## config.mk

```make
export PLATFORM = sky130hd
export DESIGN_NAME = priv_block
export DESIGN_NICKNAME = d
export VERILOG_FILES = /design/src/hdl/rv32i_types_pkg.sv /design/src/hdl/machine_mode_types_pkg.sv /design/src/hdl/csr_rfile.sv /design/src/hdl/prv_control.sv /design/src/hdl/priv_block.sv
export SDC_FILE = /design/constraint.sdc
export NUM_CORES = 1
export LEC_CHECK = 0
export BUFFER_PORTS_ARGS = -buffer_cell sky130_fd_sc_hd__buf_2
export CORE_UTILIZATION = 55
export DETAILED_ROUTE_END_ITERATION = 8
export MAX_ROUTING_LAYER = met4
export PLACE_DENSITY = 0.78
export SLEW_MARGIN = 30
export SYNTH_ARGS = -nofsm -noshare
export SYNTH_HDL_FRONTEND = slang
export SYNTH_SLANG_ARGS = --single-unit
```

## constraint.sdc

```tcl
create_clock -name CLK -period 3.5 [get_ports CLK]
set_input_delay 0.7 -clock CLK [delete_from_list [all_inputs] [get_ports CLK]]
set_output_delay 0.7 -clock CLK [all_outputs]
set_load 0.1 [all_outputs]
```

## src/hdl/rv32i_types_pkg.sv

```systemverilog
package rv32i_types_pkg;

  // Basic data word of the core
  typedef logic [31:0] word_t;

  // CSR access kinds seen from the pipeline
  typedef enum logic [1:0] {
    CSR_NONE = 2'b00,
    CSR_SWAP = 2'b01,  // csrrw
    CSR_SET  = 2'b10,  // csrrs
    CSR_CLR  = 2'b11   // csrrc
  } csr_op_t;

  // One CSR access per cycle
  typedef struct packed {
    csr_op_t     op;
    logic [11:0] addr;
    word_t       wdata;
  } csr_req_t;

  // Exceptions raised by the pipeline for the current instruction
  typedef struct packed {
    logic  fetch_misaligned;
    logic  illegal_insn;
    logic  breakpoint;
    logic  load_misaligned;
    logic  store_misaligned;
    logic  ecall;
    word_t epc;      // PC of the faulting instruction
    word_t badaddr;  // Offending address for misaligned accesses
    logic  mret;
  } exc_t;

endpackage

```

## src/hdl/machine_mode_types_pkg.sv

```systemverilog
package machine_mode_types_pkg;

  // Machine information registers
  localparam logic [11:0] MCPUID   = 12'hF00;
  localparam logic [11:0] MIMPID   = 12'hF01;
  localparam logic [11:0] MHARTID  = 12'hF10;

  // Machine trap setup
  localparam logic [11:0] MSTATUS  = 12'h300;
  localparam logic [11:0] MTVEC    = 12'h301;
  localparam logic [11:0] MTDELEG  = 12'h302;
  localparam logic [11:0] MIE      = 12'h304;

  // Machine trap handling
  localparam logic [11:0] MSCRATCH = 12'h340;
  localparam logic [11:0] MEPC     = 12'h341;
  localparam logic [11:0] MCAUSE   = 12'h342;
  localparam logic [11:0] MBADADDR = 12'h343;
  localparam logic [11:0] MIP      = 12'h344;

  // Protection and translation, not implemented
  localparam logic [11:0] MBASE    = 12'h380;
  localparam logic [11:0] MBOUND   = 12'h381;
  localparam logic [11:0] MIBASE   = 12'h382;
  localparam logic [11:0] MIBOUND  = 12'h383;
  localparam logic [11:0] MDBASE   = 12'h384;
  localparam logic [11:0] MDBOUND  = 12'h385;

  // Hypervisor timer shadows
  localparam logic [11:0] HTIMEW   = 12'hB01;
  localparam logic [11:0] HTIMEHW  = 12'hB81;

  // Machine timers
  localparam logic [11:0] MTIMECMP = 12'h321;
  localparam logic [11:0] MTIME    = 12'h701;
  localparam logic [11:0] MTIMEH   = 12'h741;

  // Fixed field values
  localparam logic [1:0]  BASE_RV32    = 2'b00;
  localparam logic [25:0] MCPUID_EXT_I = 26'h100;  // 'I' is bit 8
  localparam logic [4:0]  VM_MBARE     = 5'd0;
  localparam logic [1:0]  XS_ALL_OFF   = 2'b00;
  localparam logic [1:0]  FS_OFF       = 2'b00;

  typedef enum logic [1:0] {
    U_MODE = 2'b00,
    S_MODE = 2'b01,
    H_MODE = 2'b10,
    M_MODE = 2'b11
  } prv_lvl_t;

  // Bit 4 marks an interrupt cause, mcause keeps it apart from the code
  typedef enum logic [4:0] {
    EXC_FETCH_MISALIGNED = 5'h00,
    EXC_ILLEGAL_INSN     = 5'h02,
    EXC_BREAKPOINT       = 5'h03,
    EXC_LOAD_MISALIGNED  = 5'h04,
    EXC_STORE_MISALIGNED = 5'h06,
    EXC_ECALL_M          = 5'h0B,
    INT_SOFT             = 5'h10,
    INT_TIMER            = 5'h11
  } cause_t;

  typedef struct packed {
    logic [1:0]  base;
    logic [3:0]  zero;
    logic [25:0] extensions;
  } mcpuid_t;

  typedef struct packed {
    logic     sd;
    logic [8:0] zero;
    logic [4:0] vm;
    logic     mprv;
    logic [1:0] xs;
    logic [1:0] fs;
    prv_lvl_t prv3;
    logic     ie3;
    prv_lvl_t prv2;
    logic     ie2;
    prv_lvl_t prv1;
    logic     ie1;
    prv_lvl_t prv;
    logic     ie;
  } mstatus_t;

  typedef struct packed {
    logic [23:0] zero_0;
    logic        mtie;
    logic        htie;
    logic        stie;
    logic        zero_1;
    logic        msie;
    logic        hsie;
    logic        ssie;
    logic        zero_2;
  } mie_t;

  typedef struct packed {
    logic [23:0] zero_0;
    logic        mtip;
    logic        htip;
    logic        stip;
    logic        zero_1;
    logic        msip;
    logic        hsip;
    logic        ssip;
    logic        zero_2;
  } mip_t;

  typedef struct packed {
    logic        interrupt;
    logic [26:0] zero;
    logic [3:0]  cause;
  } mcause_t;

  // State the trap logic needs to see
  typedef struct packed {
    logic [31:0] mtvec;
    logic [31:0] mepc;
    mie_t        mie;
    mstatus_t    mstatus;
    mip_t        mip;
  } csr_view_t;

  // Update requests from the trap logic into the register file
  typedef struct packed {
    logic        mstatus_ie_rup;
    logic        mstatus_ie_next;
    logic        mepc_rup;
    logic [31:0] mepc_next;
    logic        mcause_rup;
    mcause_t     mcause_next;
    logic        mbadaddr_rup;
    logic [31:0] mbadaddr_next;
    logic        mip_msip_next;
    logic        mip_mtip_next;
  } csr_upd_t;

endpackage

```

## src/hdl/csr_rfile.sv

```systemverilog
`timescale 1ns/1ns

module csr_rfile
  import rv32i_types_pkg::*, machine_mode_types_pkg::*;
#(
  parameter word_t MTVEC_ADDR = 32'h0000_0100
) (
  input  logic      CLK,
  input  logic      nRST,
  input  csr_req_t  csr_req,
  input  csr_upd_t  csr_upd,
  output word_t     csr_rdata,
  output logic      invalid_csr,
  output csr_view_t csr_view,
  output logic      timer_int,
  output logic      clear_timer_int
);

  // Implemented state
  logic        mstatus_ie;
  logic        mie_msie;
  logic        mie_mtie;
  logic        mip_msip;
  logic        mip_mtip;
  word_t       mscratch;
  word_t       mepc;
  word_t       mbadaddr;
  word_t       mtimecmp;
  mcause_t     mcause;
  logic [63:0] mtime_full;

  // Full register images
  mcpuid_t  mcpuid;
  mstatus_t mstatus;
  mie_t     mie;
  mip_t     mip;

  logic        valid_addr;
  logic        wr_en;
  word_t       rup_data;
  mstatus_t    rup_mstatus;
  mie_t        rup_mie;
  logic [63:0] mtime_inc;

  logic wr_mstatus, wr_mie, wr_mscratch, wr_mepc;
  logic wr_mtimecmp, wr_mtime, wr_mtimeh;

  assign mcpuid.base       = BASE_RV32;
  assign mcpuid.zero       = '0;
  assign mcpuid.extensions = MCPUID_EXT_I;

  // Machine mode only, so every stacked mode is M
  always_comb begin
    mstatus      = '0;
    mstatus.vm   = VM_MBARE;
    mstatus.xs   = XS_ALL_OFF;
    mstatus.fs   = FS_OFF;
    mstatus.prv3 = M_MODE;
    mstatus.prv2 = M_MODE;
    mstatus.prv1 = M_MODE;
    mstatus.prv  = M_MODE;
    mstatus.ie   = mstatus_ie;
  end

  always_comb begin
    mie      = '0;
    mie.mtie = mie_mtie;
    mie.msie = mie_msie;
    mip      = '0;
    mip.mtip = mip_mtip;
    mip.msip = mip_msip;
  end

  // Read mux
  always_comb begin
    valid_addr = 1'b1;
    case (csr_req.addr)
      MCPUID:   csr_rdata = mcpuid;
      MIMPID:   csr_rdata = '0;
      MHARTID:  csr_rdata = '0;
      MSTATUS:  csr_rdata = mstatus;
      MTVEC:    csr_rdata = MTVEC_ADDR;
      MTDELEG:  csr_rdata = '0;  // No delegation
      MIE:      csr_rdata = mie;
      MSCRATCH: csr_rdata = mscratch;
      MEPC:     csr_rdata = mepc;
      MCAUSE:   csr_rdata = mcause;
      MBADADDR: csr_rdata = mbadaddr;
      MIP:      csr_rdata = mip;
      MBASE, MBOUND, MIBASE, MIBOUND, MDBASE, MDBOUND:
        csr_rdata = '0;  // Bare addressing
      HTIMEW, HTIMEHW:
        csr_rdata = '0;
      MTIMECMP: csr_rdata = mtimecmp;
      MTIME:    csr_rdata = mtime_full[31:0];
      MTIMEH:   csr_rdata = mtime_full[63:32];
      default: begin
        valid_addr = 1'b0;
        csr_rdata  = '0;
      end
    endcase
  end

  assign invalid_csr = (csr_req.op != CSR_NONE) & ~valid_addr;
  assign wr_en       = (csr_req.op != CSR_NONE) & valid_addr;

  // Read-modify-write value
  always_comb begin
    case (csr_req.op)
      CSR_SWAP: rup_data = csr_req.wdata;
      CSR_SET:  rup_data = csr_rdata | csr_req.wdata;
      CSR_CLR:  rup_data = csr_rdata & ~csr_req.wdata;
      default:  rup_data = csr_rdata;
    endcase
  end

  assign rup_mstatus = mstatus_t'(rup_data);
  assign rup_mie     = mie_t'(rup_data);

  // Only these addresses take pipeline writes
  assign wr_mstatus  = wr_en && (csr_req.addr == MSTATUS);
  assign wr_mie      = wr_en && (csr_req.addr == MIE);
  assign wr_mscratch = wr_en && (csr_req.addr == MSCRATCH);
  assign wr_mepc     = wr_en && (csr_req.addr == MEPC);
  assign wr_mtimecmp = wr_en && (csr_req.addr == MTIMECMP);
  assign wr_mtime    = wr_en && (csr_req.addr == MTIME);
  assign wr_mtimeh   = wr_en && (csr_req.addr == MTIMEH);

  assign mtime_inc       = mtime_full + 64'd1;
  assign timer_int       = (mtime_full[31:0] == mtimecmp);
  assign clear_timer_int = wr_mtimecmp;

  always_ff @(posedge CLK, negedge nRST) begin
    if (!nRST) begin
      mstatus_ie <= 1'b1;
      mie_msie   <= 1'b0;
      mie_mtie   <= 1'b0;
      mip_msip   <= 1'b0;
      mip_mtip   <= 1'b0;
      mscratch   <= '0;
      mepc       <= '0;
      mcause     <= '0;
      mbadaddr   <= '0;
      mtimecmp   <= '0;
      mtime_full <= '0;
    end else begin
      // Pipeline write beats a trap update
      if (wr_mstatus) begin
        mstatus_ie <= rup_mstatus.ie;
      end else if (csr_upd.mstatus_ie_rup) begin
        mstatus_ie <= csr_upd.mstatus_ie_next;
      end
      if (wr_mepc) begin
        mepc <= rup_data;
      end else if (csr_upd.mepc_rup) begin
        mepc <= csr_upd.mepc_next;
      end
      if (wr_mie) begin
        mie_msie <= rup_mie.msie;
        mie_mtie <= rup_mie.mtie;
      end
      if (wr_mscratch) mscratch <= rup_data;
      if (wr_mtimecmp) mtimecmp <= rup_data;
      if (csr_upd.mcause_rup) mcause <= csr_upd.mcause_next;
      if (csr_upd.mbadaddr_rup) mbadaddr <= csr_upd.mbadaddr_next;
      mip_msip <= csr_upd.mip_msip_next;
      mip_mtip <= csr_upd.mip_mtip_next;
      // Free running, a write replaces one half
      if (wr_mtime) begin
        mtime_full <= {mtime_inc[63:32], rup_data};
      end else if (wr_mtimeh) begin
        mtime_full <= {rup_data, mtime_inc[31:0]};
      end else begin
        mtime_full <= mtime_inc;
      end
    end
  end

  assign csr_view.mtvec   = MTVEC_ADDR;
  assign csr_view.mepc    = mepc;
  assign csr_view.mie     = mie;
  assign csr_view.mstatus = mstatus;
  assign csr_view.mip     = mip;

endmodule

```

## src/hdl/prv_control.sv

```systemverilog
`timescale 1ns/1ns

module prv_control
  import rv32i_types_pkg::*, machine_mode_types_pkg::*;
#(
  parameter word_t MTVEC_ADDR = 32'h0000_0100
) (
  input  exc_t      exc,
  input  logic      soft_int,
  input  csr_view_t csr_view,
  input  logic      timer_int,
  input  logic      clear_timer_int,
  output csr_upd_t  csr_upd,
  output logic      trap,
  output word_t     priv_pc
);

  logic   exc_any;
  logic   timer_pend;
  logic   soft_pend;
  logic   int_any;
  logic   mret_take;
  logic   badaddr_case;
  cause_t cause;

  // Pending and enabled interrupts
  assign timer_pend = csr_view.mip.mtip & csr_view.mie.mtie;
  assign soft_pend  = csr_view.mip.msip & csr_view.mie.msie;

  assign exc_any = exc.fetch_misaligned | exc.illegal_insn | exc.breakpoint |
                   exc.ecall | exc.load_misaligned | exc.store_misaligned;

  // Global enable gates interrupts but never exceptions
  assign int_any = csr_view.mstatus.ie & (timer_pend | soft_pend);

  assign trap      = exc_any | int_any;
  assign mret_take = exc.mret & ~trap;  // A trap overrides mret

  // Highest priority cause first
  always_comb begin
    if (exc.fetch_misaligned) begin
      cause = EXC_FETCH_MISALIGNED;
    end else if (exc.illegal_insn) begin
      cause = EXC_ILLEGAL_INSN;
    end else if (exc.breakpoint) begin
      cause = EXC_BREAKPOINT;
    end else if (exc.ecall) begin
      cause = EXC_ECALL_M;
    end else if (exc.load_misaligned) begin
      cause = EXC_LOAD_MISALIGNED;
    end else if (exc.store_misaligned) begin
      cause = EXC_STORE_MISALIGNED;
    end else if (timer_pend) begin
      cause = INT_TIMER;  // Timer before software
    end else begin
      cause = INT_SOFT;
    end
  end

  // Only misaligned causes carry a bad address
  assign badaddr_case = (cause == EXC_FETCH_MISALIGNED) ||
                        (cause == EXC_LOAD_MISALIGNED)  ||
                        (cause == EXC_STORE_MISALIGNED);

  always_comb begin
    csr_upd = '0;

    // Trap clears ie, mret sets it again
    csr_upd.mstatus_ie_rup  = trap | mret_take;
    csr_upd.mstatus_ie_next = mret_take;

    csr_upd.mepc_rup  = trap;
    csr_upd.mepc_next = exc.epc;

    csr_upd.mcause_rup              = trap;
    csr_upd.mcause_next.interrupt   = cause[4];
    csr_upd.mcause_next.cause       = cause[3:0];

    csr_upd.mbadaddr_rup  = trap & badaddr_case;
    csr_upd.mbadaddr_next = exc.badaddr;

    // Software interrupt is sampled straight into mip
    csr_upd.mip_msip_next = soft_int;

    // Timer pending holds until mtimecmp is rewritten
    if (clear_timer_int) begin
      csr_upd.mip_mtip_next = 1'b0;
    end else begin
      csr_upd.mip_mtip_next = timer_int | csr_view.mip.mtip;
    end
  end

  // Redirect target
  assign priv_pc = mret_take ? csr_view.mepc : MTVEC_ADDR;

endmodule

```

## src/hdl/priv_block.sv

```systemverilog
`timescale 1ns/1ns

module priv_block
  import rv32i_types_pkg::*, machine_mode_types_pkg::*;
#(
  parameter word_t MTVEC_ADDR = 32'h0000_0100
) (
  input  logic     CLK,
  input  logic     nRST,
  input  csr_req_t csr_req,
  input  exc_t     exc,
  input  logic     soft_int,
  output word_t    csr_rdata,
  output logic     invalid_csr,
  output logic     trap,
  output word_t    priv_pc
);

  csr_view_t csr_view;
  csr_upd_t  csr_upd;
  logic      timer_int;
  logic      clear_timer_int;

  // CSR storage and timer
  csr_rfile #(
    .MTVEC_ADDR(MTVEC_ADDR)
  ) u_csr_rfile (
    .CLK            (CLK),
    .nRST           (nRST),
    .csr_req        (csr_req),
    .csr_upd        (csr_upd),
    .csr_rdata      (csr_rdata),
    .invalid_csr    (invalid_csr),
    .csr_view       (csr_view),
    .timer_int      (timer_int),
    .clear_timer_int(clear_timer_int)
  );

  // Trap and return decisions
  prv_control #(
    .MTVEC_ADDR(MTVEC_ADDR)
  ) u_prv_control (
    .exc            (exc),
    .soft_int       (soft_int),
    .csr_view       (csr_view),
    .timer_int      (timer_int),
    .clear_timer_int(clear_timer_int),
    .csr_upd        (csr_upd),
    .trap           (trap),
    .priv_pc        (priv_pc)
  );

endmodule

```

==> out/qor.log <==
[min_path] class of the most critical hold timing path input pin to async pin
[clocking] sink count of the clock tree 202
[power_and_ir_drop] Clk pwr share 0.376
[logic_synthesis] cell area after synthesis 12240 µm²
[logic_synthesis] most instantiated library cell after synthesis sky130_fd_sc_hd__dfrtp_1
[setup_path] most used cell along the critical path sky130_fd_sc_hd__buf_4
[floorplanning] floorplan die area 22850 µm²
[logic_synthesis] number of synthesized flops with an enable pin 0
[floorplanning] die width 151.2 µm
[clocking] Clock Pin Slew Worst Setup and Hold Paths 60 ps
[logic_synthesis] syn_nets 1440
[final_layout] post-route cell area 15310 µm²
[global_route] met1 capacity usage during global routing 0.5432
[flow_run] number of maximum-capacitance violations 0
[drt] First-pass DRT Iterations 5
[drt] Total Routed Length 45290 µm
[logic_synthesis] Warnings, synthesis 0
[sta] Highest Clock Rate 0.2962 GHz
[placed_design] HPWL after detailed placement 33530 µm
[global_route] largest net degree at the start of global routing 86
[clocking] buffer depth of the longest clock path 3
[setup_path] start point of the critical path csr_req[33]
[setup_path] critical path's largest stage delay 430 ps
[power_and_ir_drop] static leakage power 0.006535 µW
[drt] overall via count from detail_route 11.96k
[logic_synthesis] Mapped Avg Cell Area 9.276 µm²
[clocking] total setup buffers inserted after CTS 0
[logic_synthesis] number of distinct library cells after synthesis 75
[clocking] Root Buffer Master sky130_fd_sc_hd__clkbuf_16
[logic_synthesis] top cells by area, synth sky130_fd_sc_hd__dfrtp_1 (41%), sky130_fd_sc_hd__xnor2_1 (5.8%), sky130_fd_sc_hd__a22oi_1 (5.3%)
[logic_synthesis] area share of the largest cell type after synthesis 0.4111
[floorplanning] Die Y-Extent 151.2 µm
[global_route] first-pass GRT wire length 68010 µm
[outcome] result of the run finished clean
[logic_synthesis] main flop type after synthesis sky130_fd_sc_hd__dfrtp_1
[global_route] met3 demand-to-capacity share in global routing 0.04849
[setup_path] top cell family by delay on the critical path buffers and inverters
[drt] average routed wire per standard cell 25.22 µm
[logic_synthesis] largest area contributor in the netlist sky130_fd_sc_hd__dfrtp_1
[final_layout] post-layout net count 1619
[drt] first-iteration detailed-routing DRC count 1413
[clocking] htree depth 1
[power_and_ir_drop] P_int 4615 µW
[sta] minimum period implied by the final worst setup slack 3376 ps
[setup_path] worst-path fanout max 13
[global_route] via count of the first global-routing pass 11.34k
[clocking] # resized after CTS 0
[setup_path] crit path launch type input pin
[sta] worst hold margin 226.7 ps
[sta] Clock Skew 14.45 ps
[global_route] Total Routing Usage GR 0.4156
[global_route] global route hottest layer met2
[sta] total setup violations reported at the end of the flow 0
[logic_synthesis] sequential element share of the synthesized area 0.4132
[placed_design] number of port buffers 185
[final_layout] area added between synthesis and finish 25.11%
[global_route] total congestion overflow 0
[drt] count of nets left with antenna violations after detail routing 0
[sta] max-slew headroom at the worst pin 0.3893
[setup_path] reg-to-reg critical path startpoint u_csr_rfile.mtime_full[1]$_DFF_PN0_
[clocking] total CTS buffers 23
[floorplanning] placement row count 54
[power_and_ir_drop] reported net switching power 2108 µW
[power_and_ir_drop] power density over cell area 439.2 nW/µm²
[setup_path] Buffers & Inverters on Critical Path 4
[logic_synthesis] Post-Syn Instances 1319
[power_and_ir_drop] Sw Share 0.3135
[power_and_ir_drop] portion of total power attributed to combinational logic 0.193
[placed_design] Placer Congestion 1.069
[sta] worst-margin pin slew 909.9 ps
[clocking] TritonCTS clock tree done
[setup_path] critical path data arrival time 2680 ps
[logic_synthesis] share of flip-flops with an asynchronous set or reset after synthesis 1.000
[setup_path] ordered list of cells on the worst path buf_2 -> buf_4 -> nor4bb_4 -> buf_4 -> a21oi_1 -> o221ai_1 -> buf_12
[final_layout] proportion of layout cells with a drive suffix above 1 0.2739
[drt] count of unresolved DRC violations after routing 0
[placed_design] worst slack after detailed placement 196.2 ps
[clocking] Clock Latency Late Sink 530 ps
[global_route] met2 usage in global routing 0.6278
[final_layout] fillcell total 1722
[placed_design] post-detailed-placement cell area 14510 µm²
[floorplanning] initial core utilization 0.5607
[floorplanning] I/O pin count 186
[sta] final clock period utilization by the worst path 0.9647
[power_and_ir_drop] sequential group share of total power 0.431
[sta] post-layout worst setup margin 123.6 ps
[global_route] antenna violations before repair 1
[sta] unrepaired setup endpoints after global routing false
[sta] final count of hold timing violations 0
[drt] vias per inst 6.660
[floorplanning] core region area 21820 µm²
[setup_path] slowest CP cell sky130_fd_sc_hd__o221ai_1
[logic_synthesis] leading cell types by count after synthesis sky130_fd_sc_hd__dfrtp_1 (201), sky130_fd_sc_hd__nor2_1 (128), sky130_fd_sc_hd__nand2_1 (114)
[setup_path] kind of capture point of the worst setup path primary output
[power_and_ir_drop] maximum vdd ir drop 0.4571 mV
[clocking] hold-fix buffers at CTS 0
[sta] total count of max-transition violations in the final report 0
[logic_synthesis] number of flip-flops and latches in the synthesized netlist 202
[setup_path] category of the critical setup timing path input pin to primary output
[setup_path] Req. time, crit path 2800 ps
[final_layout] Util after Layout 0.7015
==> cells in the final DEF (no fill, tap or decap), types with 21 or more instances in the layout <==
cell / count
sky130_fd_sc_hd__nand2b_1: 45
sky130_fd_sc_hd__a32oi_1: 41
sky130_fd_sc_hd__dfrtp_1: 201
sky130_fd_sc_hd__mux2_2: 55
sky130_fd_sc_hd__buf_12: 52
sky130_fd_sc_hd__nand2_1: 113
sky130_fd_sc_hd__buf_2: 136
sky130_fd_sc_hd__mux2i_1: 23
sky130_fd_sc_hd__nand4_1: 27
sky130_fd_sc_hd__nor3_1: 21
sky130_fd_sc_hd__nor2_1: 125
sky130_fd_sc_hd__a21oi_1: 87
sky130_fd_sc_hd__clkbuf_16: 23
sky130_fd_sc_hd__buf_4: 73
sky130_fd_sc_hd__and3_1: 42
sky130_fd_sc_hd__xnor2_1: 81
sky130_fd_sc_hd__a22oi_1: 85
sky130_fd_sc_hd__nand3_1: 47
==> worst reg2reg max path, stage by stage, from the launching register on <==
cell	delay, ps
sky130_fd_sc_hd__dfrtp_1	470
sky130_fd_sc_hd__ha_1	300
sky130_fd_sc_hd__nand2_1	130
sky130_fd_sc_hd__nor4_4	440
sky130_fd_sc_hd__nand3_1	560
sky130_fd_sc_hd__nor4b_2	420
sky130_fd_sc_hd__xnor2_1	160
sky130_fd_sc_hd__a22oi_1	100
==> power groups by stage <==
stage          combinational [µW]  sequential, µW  clock, µW
6_report                     1300            2900       2530
5_1_grt                      1400            2910       2650
4_1_cts                      1270            2880       2540
3_5_place_dp                 1260            2920          0
3_3_place_gp                 1240            2910          0
2_1_floorplan                 919            2730          0
==> per-layer routing <==
layer,vias up,part of all wire
met5,-,0
met4,0,0.064
met3,167,0.088
met2,810,0.46
met1,5789,0.39
li1,5195,-
==> cells by family (layout without fill, tap and decap cells) <==
logic type,after synthesis,count (layout),synth area share
XOR/XNOR,101,101,0.07230
AO/OA/AOI/OAI,324,324,0.1871
other,0,1,0
adder cells (fa/ha/maj),1,1,0.001022
flip-flops,202,202,0.4132
buffers and inverters,118,314,0.04274
multiplexers,78,78,0.06943
AND/OR/NAND/NOR,495,495,0.2141
==> through the flow <==
step	cells	setup TNS, ps	power (µW)
floorplan	1319	-8225	3652
global placement	1753	0	4152
detailed placement	1753	0	4177
CTS	1795	0	6690
global route	1796	0	6952
finish	1796	0	6723
==> path summary, 6_finish.rpt <==
check / endpoint / slack, ps / cells after the start
min: u_csr_rfile.mtime_full[45]$_DFF_PN0_ / 230 / 1
min reg2reg: u_csr_rfile.mcause[2]$_DFFE_PN0P_ / 490 / 1
max: csr_rdata[27] / 120 / 7
max in group asynchronous: u_csr_rfile.mbadaddr[23]$_DFFE_PN0P_ / 2430 / 2
max reg2reg: u_csr_rfile.mtime_full[44]$_DFF_PN0_ / 780 / 7
min in group CLK: u_csr_rfile.mip_msip$_DFF_PN0_ / 280 / 1
==> state kept, by name (all words and copies together), names as in the netlist <==
signal	count
u_csr_rfile.mbadaddr	32
u_csr_rfile.mtime_full	64
u_csr_rfile.mstatus_ie	1
u_csr_rfile.mtimecmp	32
u_csr_rfile.mscratch	32
u_csr_rfile.mie_msie	1
u_csr_rfile.mie_mtie	1
u_csr_rfile.mip_msip	1
u_csr_rfile.mcause	5
u_csr_rfile.mepc	32
u_csr_rfile.mip_mtip	1
==> final cells by class <==
cell class	instances	area (µm²)	share of cell area
Inverter	10	37.54	0.002452
Antenna cell	1	2.502	0.0001635
Clock inverter	11	151.4	0.009890
Tap cell	280	350.3	0.02289
Clock buffer	31	645.6	0.04217
Sequential cell	202	5056	0.3303
Timing Repair Buffer	262	2283	0.1492
Multi-Input combinational cell	999	6782	0.4430
Note: power is estimated with default switching activity, not from simulation.
